`src/include/periph_defines.svh`:
```
// **************************************************************************
// Bus widths, peripheral address map and register offsets
// **************************************************************************
`ifndef PERIPH_DEFINES_SVH
`define PERIPH_DEFINES_SVH

`define PERIPH_ADDR_W 32
`define PERIPH_DATA_W 32
`define PERIPH_GPIO_W 8
`define PERIPH_UART_NINT 4

// Address bits holding the peripheral index
`define PERIPH_SEL_LSB 8
`define PERIPH_SEL_MSB 11

`define PERIPH_BASE_IRQ 32'h0000_0000
`define PERIPH_BASE_GPIO 32'h0000_0100
`define PERIPH_BASE_TIMER 32'h0000_0200

`define PERIPH_REG_OFS_IRQ_PENDING 4'h0
`define PERIPH_REG_OFS_IRQ_ENABLE 4'h4
`define PERIPH_REG_OFS_IRQ_CLAIM 4'h8
`define PERIPH_REG_OFS_IRQ_MSIP 4'hC

`define PERIPH_REG_OFS_GPIO_IN 4'h0
`define PERIPH_REG_OFS_GPIO_OUT 4'h4
`define PERIPH_REG_OFS_GPIO_OE 4'h8
`define PERIPH_REG_OFS_GPIO_INTEN 4'hC

`define PERIPH_REG_OFS_TIMER_MTIME 4'h0
`define PERIPH_REG_OFS_TIMER_CTRL 4'h4
`define PERIPH_REG_OFS_TIMER_CMP0 4'h8
`define PERIPH_REG_OFS_TIMER_CMP1 4'hC

`endif

```
`src/periph_pkg.sv`:
```
// **************************************************************************
// Peripheral select enum, bus word types and the masked write helper
// **************************************************************************
`include "periph_defines.svh"

package periph_pkg;

  typedef logic [`PERIPH_ADDR_W-1:0] bus_addr_t;
  typedef logic [`PERIPH_DATA_W-1:0] bus_data_t;

  // Index follows the select field of the address
  typedef enum logic [1:0] {
    SEL_IRQ   = 2'd0,
    SEL_GPIO  = 2'd1,
    SEL_TIMER = 2'd2,
    SEL_NONE  = 2'd3
  } periph_sel_e;

  // Bits under the mask take the new data, the rest keep their value
  function automatic bus_data_t apply_wmask(
    bus_data_t old_val,
    bus_data_t wdata,
    bus_data_t wmask
  );
    return (old_val & ~wmask) | (wdata & wmask);
  endfunction

endpackage : periph_pkg

```
`src/periph_bus_decode.sv`:
```
// **************************************************************************
// Bus decode stage with grant, peripheral select, write and read strobes
// and the byte-to-bit write mask
// **************************************************************************
`timescale 1ns/1ns
`include "periph_defines.svh"

module periph_bus_decode (
  input  logic                           clk_i,
  input  logic                           rst_n_i,
  input  logic                           req_i,
  input  periph_pkg::bus_addr_t          addr_i,
  input  logic                           we_i,
  input  logic [`PERIPH_DATA_W/8-1:0]    be_i,
  input  periph_pkg::bus_data_t          wdata_i,
  output logic                           gnt_o,
  output periph_pkg::periph_sel_e        sel_o,
  output logic                           wr_en_o,
  output logic                           rd_en_o,
  output logic [3:0]                     reg_ofs_o,
  output periph_pkg::bus_data_t          wdata_o,
  output periph_pkg::bus_data_t          wmask_o
);

  logic [`PERIPH_SEL_MSB-`PERIPH_SEL_LSB:0] sel_field;
  logic                                     mapped;

  // No back-pressure, every request is taken at once
  assign gnt_o = req_i;

  assign sel_field = addr_i[`PERIPH_SEL_MSB:`PERIPH_SEL_LSB];

  always_comb begin
    case (sel_field)
      4'd0:    sel_o = periph_pkg::SEL_IRQ;
      4'd1:    sel_o = periph_pkg::SEL_GPIO;
      4'd2:    sel_o = periph_pkg::SEL_TIMER;
      default: sel_o = periph_pkg::SEL_NONE;
    endcase
  end

  assign mapped = (sel_o != periph_pkg::SEL_NONE);

  // Strobes only for granted accesses to a mapped peripheral
  assign wr_en_o = req_i && we_i && mapped;
  assign rd_en_o = req_i && !we_i && mapped;

  assign reg_ofs_o = addr_i[3:0];
  assign wdata_o   = wdata_i;

  // Widen each byte enable to a full byte of mask
  always_comb begin
    for (int b = 0; b < `PERIPH_DATA_W/8; b++) begin
      wmask_o[8*b +: 8] = {8{be_i[b]}};
    end
  end

endmodule : periph_bus_decode

```
`src/periph_irq_ctrl.sv`:
```
// **************************************************************************
// Interrupt controller with pending, enable, claim and software interrupt
// **************************************************************************
`timescale 1ns/1ns
`include "periph_defines.svh"

module periph_irq_ctrl #(
  parameter int unsigned NumSrc = 17
) (
  input  logic                    clk_i,
  input  logic                    rst_n_i,
  input  periph_pkg::periph_sel_e sel_i,
  input  logic                    wr_en_i,
  input  logic [3:0]              reg_ofs_i,
  input  periph_pkg::bus_data_t   wdata_i,
  input  periph_pkg::bus_data_t   wmask_i,
  output periph_pkg::bus_data_t   rdata_o,
  input  logic [NumSrc-1:0]       intr_src_i,
  output logic                    irq_o,
  output logic                    msip_o
);

  localparam int unsigned IdW = $clog2(NumSrc);

  logic [NumSrc-1:0]     pending_q;
  logic [NumSrc-1:0]     enable_q;
  logic                  msip_q;
  logic [IdW-1:0]        claim_id;
  logic                  wr_sel;
  periph_pkg::bus_data_t wr_val;

  assign wr_sel = wr_en_i && (sel_i == periph_pkg::SEL_IRQ);

  // New value of the addressed register after the masked write
  assign wr_val = periph_pkg::apply_wmask(rdata_o, wdata_i, wmask_i);

  // Level sources, id 0 never pends
  always_ff @(posedge clk_i or negedge rst_n_i) begin
    if (!rst_n_i) begin
      pending_q <= '0;
    end else begin
      pending_q <= {intr_src_i[NumSrc-1:1], 1'b0};
    end
  end

  always_ff @(posedge clk_i or negedge rst_n_i) begin
    if (!rst_n_i) begin
      enable_q <= '0;
      msip_q   <= 1'b0;
    end else if (wr_sel) begin
      case (reg_ofs_i)
        `PERIPH_REG_OFS_IRQ_ENABLE: enable_q <= wr_val[NumSrc-1:0];
        `PERIPH_REG_OFS_IRQ_MSIP:   msip_q   <= wr_val[0];
        default: ;
      endcase
    end
  end

  // Lowest enabled pending id wins
  always_comb begin
    claim_id = '0;
    for (int i = NumSrc - 1; i > 0; i--) begin
      if (pending_q[i] && enable_q[i]) begin
        claim_id = IdW'(i);
      end
    end
  end

  assign irq_o  = (claim_id != '0);
  assign msip_o = msip_q;

  always_comb begin
    rdata_o = '0;
    case (reg_ofs_i)
      `PERIPH_REG_OFS_IRQ_PENDING: rdata_o = periph_pkg::bus_data_t'(pending_q);
      `PERIPH_REG_OFS_IRQ_ENABLE:  rdata_o = periph_pkg::bus_data_t'(enable_q);
      `PERIPH_REG_OFS_IRQ_CLAIM:   rdata_o = periph_pkg::bus_data_t'(claim_id);
      `PERIPH_REG_OFS_IRQ_MSIP:    rdata_o[0] = msip_q;
      default: ;
    endcase
  end

endmodule : periph_irq_ctrl

```
`src/periph_gpio.sv`:
```
// **************************************************************************
// GPIO block with input synchronizer, output and enable registers
// and level pin interrupts
// **************************************************************************
`timescale 1ns/1ns
`include "periph_defines.svh"

module periph_gpio (
  input  logic                      clk_i,
  input  logic                      rst_n_i,
  input  periph_pkg::periph_sel_e   sel_i,
  input  logic                      wr_en_i,
  input  logic [3:0]                reg_ofs_i,
  input  periph_pkg::bus_data_t     wdata_i,
  input  periph_pkg::bus_data_t     wmask_i,
  output periph_pkg::bus_data_t     rdata_o,
  input  logic [`PERIPH_GPIO_W-1:0] gpio_i,
  output logic [`PERIPH_GPIO_W-1:0] gpio_o,
  output logic [`PERIPH_GPIO_W-1:0] gpio_oe_o,
  output logic [`PERIPH_GPIO_W-1:0] pin_intr_o
);

  logic [`PERIPH_GPIO_W-1:0] sync_q1;
  logic [`PERIPH_GPIO_W-1:0] sync_q2;
  logic [`PERIPH_GPIO_W-1:0] out_q;
  logic [`PERIPH_GPIO_W-1:0] oe_q;
  logic [`PERIPH_GPIO_W-1:0] inten_q;
  logic                      wr_sel;
  periph_pkg::bus_data_t     wr_val;

  assign wr_sel = wr_en_i && (sel_i == periph_pkg::SEL_GPIO);
  assign wr_val = periph_pkg::apply_wmask(rdata_o, wdata_i, wmask_i);

  // Two-flop synchronizer on the pins
  always_ff @(posedge clk_i or negedge rst_n_i) begin
    if (!rst_n_i) begin
      sync_q1 <= '0;
      sync_q2 <= '0;
    end else begin
      sync_q1 <= gpio_i;
      sync_q2 <= sync_q1;
    end
  end

  always_ff @(posedge clk_i or negedge rst_n_i) begin
    if (!rst_n_i) begin
      out_q   <= '0;
      oe_q    <= '0;
      inten_q <= '0;
    end else if (wr_sel) begin
      case (reg_ofs_i)
        `PERIPH_REG_OFS_GPIO_OUT:   out_q   <= wr_val[`PERIPH_GPIO_W-1:0];
        `PERIPH_REG_OFS_GPIO_OE:    oe_q    <= wr_val[`PERIPH_GPIO_W-1:0];
        `PERIPH_REG_OFS_GPIO_INTEN: inten_q <= wr_val[`PERIPH_GPIO_W-1:0];
        default: ;
      endcase
    end
  end

  assign gpio_o     = out_q;
  assign gpio_oe_o  = oe_q;
  assign pin_intr_o = sync_q2 & inten_q;

  always_comb begin
    rdata_o = '0;
    case (reg_ofs_i)
      `PERIPH_REG_OFS_GPIO_IN:    rdata_o[`PERIPH_GPIO_W-1:0] = sync_q2;
      `PERIPH_REG_OFS_GPIO_OUT:   rdata_o[`PERIPH_GPIO_W-1:0] = out_q;
      `PERIPH_REG_OFS_GPIO_OE:    rdata_o[`PERIPH_GPIO_W-1:0] = oe_q;
      `PERIPH_REG_OFS_GPIO_INTEN: rdata_o[`PERIPH_GPIO_W-1:0] = inten_q;
      default: ;
    endcase
  end

endmodule : periph_gpio

```
`src/periph_timer.sv`:
```
// **************************************************************************
// Machine timer with free-running counter and two compare channels
// **************************************************************************
`timescale 1ns/1ns
`include "periph_defines.svh"

module periph_timer (
  input  logic                    clk_i,
  input  logic                    rst_n_i,
  input  periph_pkg::periph_sel_e sel_i,
  input  logic                    wr_en_i,
  input  logic [3:0]              reg_ofs_i,
  input  periph_pkg::bus_data_t   wdata_i,
  input  periph_pkg::bus_data_t   wmask_i,
  output periph_pkg::bus_data_t   rdata_o,
  output logic                    expired0_o,
  output logic                    expired1_o
);

  periph_pkg::bus_data_t mtime_q;
  periph_pkg::bus_data_t cmp0_q;
  periph_pkg::bus_data_t cmp1_q;
  logic                  ctrl_q;
  logic                  wr_sel;
  logic                  wr_mtime;
  periph_pkg::bus_data_t wr_val;

  assign wr_sel   = wr_en_i && (sel_i == periph_pkg::SEL_TIMER);
  assign wr_mtime = wr_sel && (reg_ofs_i == `PERIPH_REG_OFS_TIMER_MTIME);
  assign wr_val   = periph_pkg::apply_wmask(rdata_o, wdata_i, wmask_i);

  // Bus write has priority over the increment
  always_ff @(posedge clk_i or negedge rst_n_i) begin
    if (!rst_n_i) begin
      mtime_q <= '0;
    end else if (wr_mtime) begin
      mtime_q <= wr_val;
    end else if (ctrl_q) begin
      mtime_q <= mtime_q + 1'b1;
    end
  end

  always_ff @(posedge clk_i or negedge rst_n_i) begin
    if (!rst_n_i) begin
      ctrl_q <= 1'b0;
      cmp0_q <= '0;
      cmp1_q <= '0;
    end else if (wr_sel) begin
      case (reg_ofs_i)
        `PERIPH_REG_OFS_TIMER_CTRL: ctrl_q <= wr_val[0];
        `PERIPH_REG_OFS_TIMER_CMP0: cmp0_q <= wr_val;
        `PERIPH_REG_OFS_TIMER_CMP1: cmp1_q <= wr_val;
        default: ;
      endcase
    end
  end

  // Level outputs, held while the count stays at or past compare
  assign expired0_o = ctrl_q && (mtime_q >= cmp0_q);
  assign expired1_o = ctrl_q && (mtime_q >= cmp1_q);

  always_comb begin
    rdata_o = '0;
    case (reg_ofs_i)
      `PERIPH_REG_OFS_TIMER_MTIME: rdata_o    = mtime_q;
      `PERIPH_REG_OFS_TIMER_CTRL:  rdata_o[0] = ctrl_q;
      `PERIPH_REG_OFS_TIMER_CMP0:  rdata_o    = cmp0_q;
      `PERIPH_REG_OFS_TIMER_CMP1:  rdata_o    = cmp1_q;
      default: ;
    endcase
  end

endmodule : periph_timer

```
`src/periph_resp_mux.sv`:
```
// **************************************************************************
// Result stage with registered read data and read-valid pulse
// **************************************************************************
`timescale 1ns/1ns

module periph_resp_mux (
  input  logic                    clk_i,
  input  logic                    rst_n_i,
  input  logic                    gnt_i,
  input  logic                    we_i,
  input  periph_pkg::periph_sel_e sel_i,
  input  periph_pkg::bus_data_t   irq_rdata_i,
  input  periph_pkg::bus_data_t   gpio_rdata_i,
  input  periph_pkg::bus_data_t   timer_rdata_i,
  output logic                    rvalid_o,
  output periph_pkg::bus_data_t   rdata_o
);

  periph_pkg::bus_data_t rdata_sel;
  periph_pkg::bus_data_t rdata_q;
  logic                  rvalid_q;

  // Writes and unmapped reads answer with zero
  always_comb begin
    rdata_sel = '0;
    if (!we_i) begin
      case (sel_i)
        periph_pkg::SEL_IRQ:   rdata_sel = irq_rdata_i;
        periph_pkg::SEL_GPIO:  rdata_sel = gpio_rdata_i;
        periph_pkg::SEL_TIMER: rdata_sel = timer_rdata_i;
        default:               rdata_sel = '0;
      endcase
    end
  end

  always_ff @(posedge clk_i or negedge rst_n_i) begin
    if (!rst_n_i) begin
      rvalid_q <= 1'b0;
      rdata_q  <= '0;
    end else begin
      rvalid_q <= gnt_i;
      if (gnt_i) begin
        rdata_q <= rdata_sel;
      end
    end
  end

  assign rvalid_o = rvalid_q;
  assign rdata_o  = rdata_q;

endmodule : periph_resp_mux

```
`src/peripheral_subsystem.sv`:
```
// **************************************************************************
// Peripheral subsystem top with bus decode, interrupt controller, GPIO,
// timer and result stage
// **************************************************************************
`timescale 1ns/1ns
`include "periph_defines.svh"

module peripheral_subsystem #(
  parameter int unsigned NumExtIrq = 2
) (
  input  logic                         clk_i,
  input  logic                         rst_n_i,

  input  logic                         req_i,
  input  periph_pkg::bus_addr_t        addr_i,
  input  logic                         we_i,
  input  logic [`PERIPH_DATA_W/8-1:0]  be_i,
  input  periph_pkg::bus_data_t        wdata_i,
  output logic                         gnt_o,
  output logic                         rvalid_o,
  output periph_pkg::bus_data_t        rdata_o,

  input  logic [`PERIPH_UART_NINT-1:0] uart_intr_i,
  input  logic [NumExtIrq-1:0]         ext_intr_i,

  input  logic [`PERIPH_GPIO_W-1:0]    gpio_i,
  output logic [`PERIPH_GPIO_W-1:0]    gpio_o,
  output logic [`PERIPH_GPIO_W-1:0]    gpio_oe_o,

  output logic                         irq_o,
  output logic                         msip_o,
  output logic                         timer0_intr_o,
  output logic                         timer1_intr_o
);

  // Zero id, UART levels, GPIO pins, two timers, then external lines
  localparam int unsigned NumSrc = 1 + `PERIPH_UART_NINT + `PERIPH_GPIO_W + 2 + NumExtIrq;

  periph_pkg::periph_sel_e   dec_sel;
  logic                      dec_wr_en;
  logic                      dec_rd_en;
  logic [3:0]                dec_reg_ofs;
  periph_pkg::bus_data_t     dec_wdata;
  periph_pkg::bus_data_t     dec_wmask;
  periph_pkg::bus_data_t     irq_rdata;
  periph_pkg::bus_data_t     gpio_rdata;
  periph_pkg::bus_data_t     timer_rdata;
  logic [`PERIPH_GPIO_W-1:0] gpio_pin_intr;
  logic                      timer_expired0;
  logic                      timer_expired1;
  logic [NumSrc-1:0]         intr_vector;

  assign intr_vector = {ext_intr_i, timer_expired1, timer_expired0,
                        gpio_pin_intr, uart_intr_i, 1'b0};

  assign timer0_intr_o = timer_expired0;
  assign timer1_intr_o = timer_expired1;

  periph_bus_decode u_bus_decode (
    .clk_i,
    .rst_n_i,
    .req_i,
    .addr_i,
    .we_i,
    .be_i,
    .wdata_i,
    .gnt_o,
    .sel_o     (dec_sel),
    .wr_en_o   (dec_wr_en),
    .rd_en_o   (dec_rd_en),
    .reg_ofs_o (dec_reg_ofs),
    .wdata_o   (dec_wdata),
    .wmask_o   (dec_wmask)
  );

  periph_irq_ctrl #(
    .NumSrc (NumSrc)
  ) u_irq_ctrl (
    .clk_i,
    .rst_n_i,
    .sel_i      (dec_sel),
    .wr_en_i    (dec_wr_en),
    .reg_ofs_i  (dec_reg_ofs),
    .wdata_i    (dec_wdata),
    .wmask_i    (dec_wmask),
    .rdata_o    (irq_rdata),
    .intr_src_i (intr_vector),
    .irq_o,
    .msip_o
  );

  periph_gpio u_gpio (
    .clk_i,
    .rst_n_i,
    .sel_i      (dec_sel),
    .wr_en_i    (dec_wr_en),
    .reg_ofs_i  (dec_reg_ofs),
    .wdata_i    (dec_wdata),
    .wmask_i    (dec_wmask),
    .rdata_o    (gpio_rdata),
    .gpio_i,
    .gpio_o,
    .gpio_oe_o,
    .pin_intr_o (gpio_pin_intr)
  );

  periph_timer u_timer (
    .clk_i,
    .rst_n_i,
    .sel_i      (dec_sel),
    .wr_en_i    (dec_wr_en),
    .reg_ofs_i  (dec_reg_ofs),
    .wdata_i    (dec_wdata),
    .wmask_i    (dec_wmask),
    .rdata_o    (timer_rdata),
    .expired0_o (timer_expired0),
    .expired1_o (timer_expired1)
  );

  // Without a read strobe the access is a write or unmapped
  periph_resp_mux u_resp_mux (
    .clk_i,
    .rst_n_i,
    .gnt_i         (gnt_o),
    .we_i          (!dec_rd_en),
    .sel_i         (dec_sel),
    .irq_rdata_i   (irq_rdata),
    .gpio_rdata_i  (gpio_rdata),
    .timer_rdata_i (timer_rdata),
    .rvalid_o,
    .rdata_o
  );

endmodule : peripheral_subsystem

```
`config.mk`:
```
export PLATFORM = sky130hd
export DESIGN_NAME = peripheral_subsystem
export DESIGN_NICKNAME = d
export VERILOG_FILES = /design/src/periph_pkg.sv /design/src/periph_bus_decode.sv /design/src/periph_irq_ctrl.sv /design/src/periph_gpio.sv /design/src/periph_timer.sv /design/src/periph_resp_mux.sv /design/src/peripheral_subsystem.sv
export VERILOG_INCLUDE_DIRS = /design/src /design/src/include
export SDC_FILE = /design/constraint.sdc
export NUM_CORES = 1
export LEC_CHECK = 0
export ABC_AREA = 0
export BUFFER_PORTS_ARGS = -buffer_cell sky130_fd_sc_hd__buf_2
export CORE_MARGIN = 10
export CORE_UTILIZATION = 64
export DETAILED_ROUTE_END_ITERATION = 10
export HOLD_SLACK_MARGIN = 0.05
export PLACE_DENSITY = 0.89
export SYNTH_ARGS = -nofsm -noshare
export SYNTH_HDL_FRONTEND = slang
export SYNTH_SLANG_ARGS = --single-unit
```
`constraint.sdc`:
```
create_clock -name clk_i -period 4.7 [get_ports clk_i]
set_clock_uncertainty 0.1 [all_clocks]
set_input_delay 0.94 -clock clk_i [delete_from_list [all_inputs] [get_ports clk_i]]
set_output_delay 0.94 -clock clk_i [all_outputs]
set_load 0.005 [all_outputs]
```
==> metrics.csv <==
metric;value;unit
run status;complete, no violations;
synth unique cells;60;
crit share post-route;86.6;%
area delta synth->final;12.5;%
GRT Total Usage;26.5;%
die extent in x;154;µm
Slew HR;34.2;%
Setup TNS Final;0;ns
Post-synth top cells;204 x dfrtp_1, 154 x nand2_1, 105 x o21ai_0;
fill cell count;1202;
total gr overflow;0;
hold_buf cts;0;
Critical Path Fanout Max;6;
crit-path cells;ha_1 > nand3_1 > nor4_1 > nand2_1 > o31ai_1 > buf_2;
Compound-Gate Fraction of Synth Area;17.1;%
Worst Setup Start Kind;flip-flop;
dominant cell type by area after synthesis;dfrtp_1;
Worst EP arrival;3.03;ns
share of the synthesized area in the top cell type;44.3;%
Initial Util;64.6;%
multi-input combinational cell area;0.00589;mm²
max-slew violation count;0;
flop-to-flop setup slack;2.13;ns
clk sinks;204;
vias in the first global route;10400;
io pins;140;
insertion delay to the later sink of the worst-skew pair;0.51;ns
top-count cell post-synth;dfrtp_1;
Max Cap Viol;0;
endpoints failing hold;0;
DR iter-0 viols;1045;
RSZ-0062 raised after global routing;false;
CTS HTree Levels;1;
largest family of logic cells by synthesized area;compound AO/OA/AOI/OAI gates;
TritonCTS clock tree;yes;
layout cell share with drive strength beyond 1;19.4;%
Post-synth EDFFs;0;
mapped cell area;0.0115;mm²
Gate Count Post-Synth;1177;
Post-CTS Resized;0;
Root Buffer;clkbuf_16;
critical path data required time;3.66;ns
WS Path Type;flip-flop to primary output;
synth top area cells;dfrtp_1 44%, ha_1 7.1%, mux2_2 5.4%;
Synth Area in Simple Gates;14.5;%
Setup Fix Bufs, Post-CTS;0;
DRT Wirelength;32000;µm
worst vdd ir;0.293;mV
Clock transition at path regs;0.06;ns
Remaining DRCs;0;
Mean Syn Cell Area;9.79;µm²
via/cell ratio;6.55;
antenna-violating nets left;0;
die area;0.0238;mm²
Placement Rows;49;
core area;0.0178;mm²
Primary FF master, synth;dfrtp_1;
Nets;1420;
Pleak;5.69;nW
maximum clock frequency;0.246;GHz
ys async rst share;100;%
Tightest Pin Transition;0.984;ns
first-pass GRT wire length;52500;µm
Mapped Nets;1328;
Die Y;154;µm
Post-Synth XOR/XNOR Area;2.13;%
GP Congestion;0.934;
Crit-path slowest cell;nor4_1;
crit-path max cell delay;0.67;ns
total power;4.05;mW
proportion of synthesized area in mux cells;10.2;%
largest net degree at the start of global routing;87;
Routed WL per cell;21.1;µm
Worst setup EP type;primary output;
Port Buffers;115;
PwrDens;312;mW/mm²
post-route minimum period;4.07;ns
worst path bufs/invs;1;
Tightest Hold Check Type;flip-flop to flip-flop;
first-pass iteration count of the detailed router;5;
Setup Viol. Count Final;0;
Clock Tree Buf Depth;3;
DR vias;9907;
Ys Warns;0;
Top Family by Delay on Critical Path;simple AND/OR/NAND/NOR gates;
Yosys reg bits;204;
register area;0.00510;mm²
Synth Area in Adders;7.06;%
Post-DP HPWL;21900;µm
Seq/Total Area, Yosys;44.3;%
initial antenna violation count;3;
TritonCTS buffer count;23;
## routing by layer
metal / global-route usage (%) / vias up / wire (µm)
met2: 43.9 / 523 / 15400
met1: 32.8 / 4804 / 12500
met4: 11.2 / 2 / 1220
met3: 5.68 / 124 / 2850
li1: - / 4454 / -
met5: 0 / - / 7
## sequential cells by signal, indices dropped and copies added, names as in the netlist, 16 cells and up
name and cells:
u_irq_ctrl.enable_q 17, u_irq_ctrl.pending_q 16, u_resp_mux.rdata_o 32, u_timer.cmp0_q 32, u_timer.cmp1_q 32, u_timer.mtime_q 32
## final cells by class
| type | instances | share of cell area, % |
|---|---|---|
| Multi-Input combinational cell | 848 | 45.5 |
| Sequential cell | 204 | 39.4 |
| Timing Repair Buffer | 127 | 5.42 |
| Clock buffer | 34 | 5.22 |
| Tap cell | 229 | 2.21 |
| Inverter | 65 | 1.88 |
| Clock inverter | 5 | 0.415 |
| Antenna cell | 1 | 0.0193 |
## power breakdown
part           internal (mW)  total, mW  switching (mW)
Clock                   1.04       1.74           0.700
Sequential              1.80       1.87          0.0652
Combinational          0.164      0.433           0.269
## metrics by stage
stage / hold WS [ns] / instances / instance area, µm² / worst slack, ns / util, %
after floorplan: 0.231 / 1177 / 11500 / 2.02 / -
after global placement: 0.231 / 1473 / 12200 / 1.32 / 68.5
after detailed placement: 0.235 / 1473 / 12200 / 1.26 / 68.5
after CTS: 0.247 / 1512 / 13000 / 0.676 / 72.6
after global routing: 0.254 / 1512 / 13000 / 0.471 / 72.6
final: 0.245 / 1513 / 13000 / 0.628 / 72.7
## cell usage in the layout, fill, tap and decap left out, types with 23 or more instances in the layout
cell type    n
dfrtp_1    204
nor2_1      44
nand2_1    153
xor2_1      24
mux2_2      55
a21oi_1     74
a22o_1      23
ha_1        65
nand3_1     28
a22oi_1     32
inv_1       65
nor3_1      32
mux2i_1     35
buf_2      113
o21ai_0    105
clkbuf_16   23
## final timing paths
kind                                          start                  endpoint  cells past startpoint
worst min register to register    u_gpio.sync_q1[5]         u_gpio.sync_q2[5]                      0
worst max register to register  u_timer.mtime_q[29]  u_irq_ctrl.pending_q[14]                      5
worst max-delay path            u_timer.mtime_q[29]             timer1_intr_o                      6
max in group asynchronous                   rst_n_i  u_irq_ctrl.pending_q[11]                      2
min in group asynchronous                   rst_n_i    u_resp_mux.rdata_o[19]                      1
worst min-delay path              u_gpio.sync_q1[5]         u_gpio.sync_q2[5]                      0
## logic make-up (layout without fill, tap and decap cells)
logic type	count (synthesis)	in the layout
and+or+nand+nor	343	343
AOI/OAI and AO/OA	313	313
DFF	204	204
buffers and inverters	125	231
muxes	99	99
adders and majority gates	65	65
xor gates and xnor gates	28	28
other	0	1
(Power assumes the default switching activity.)
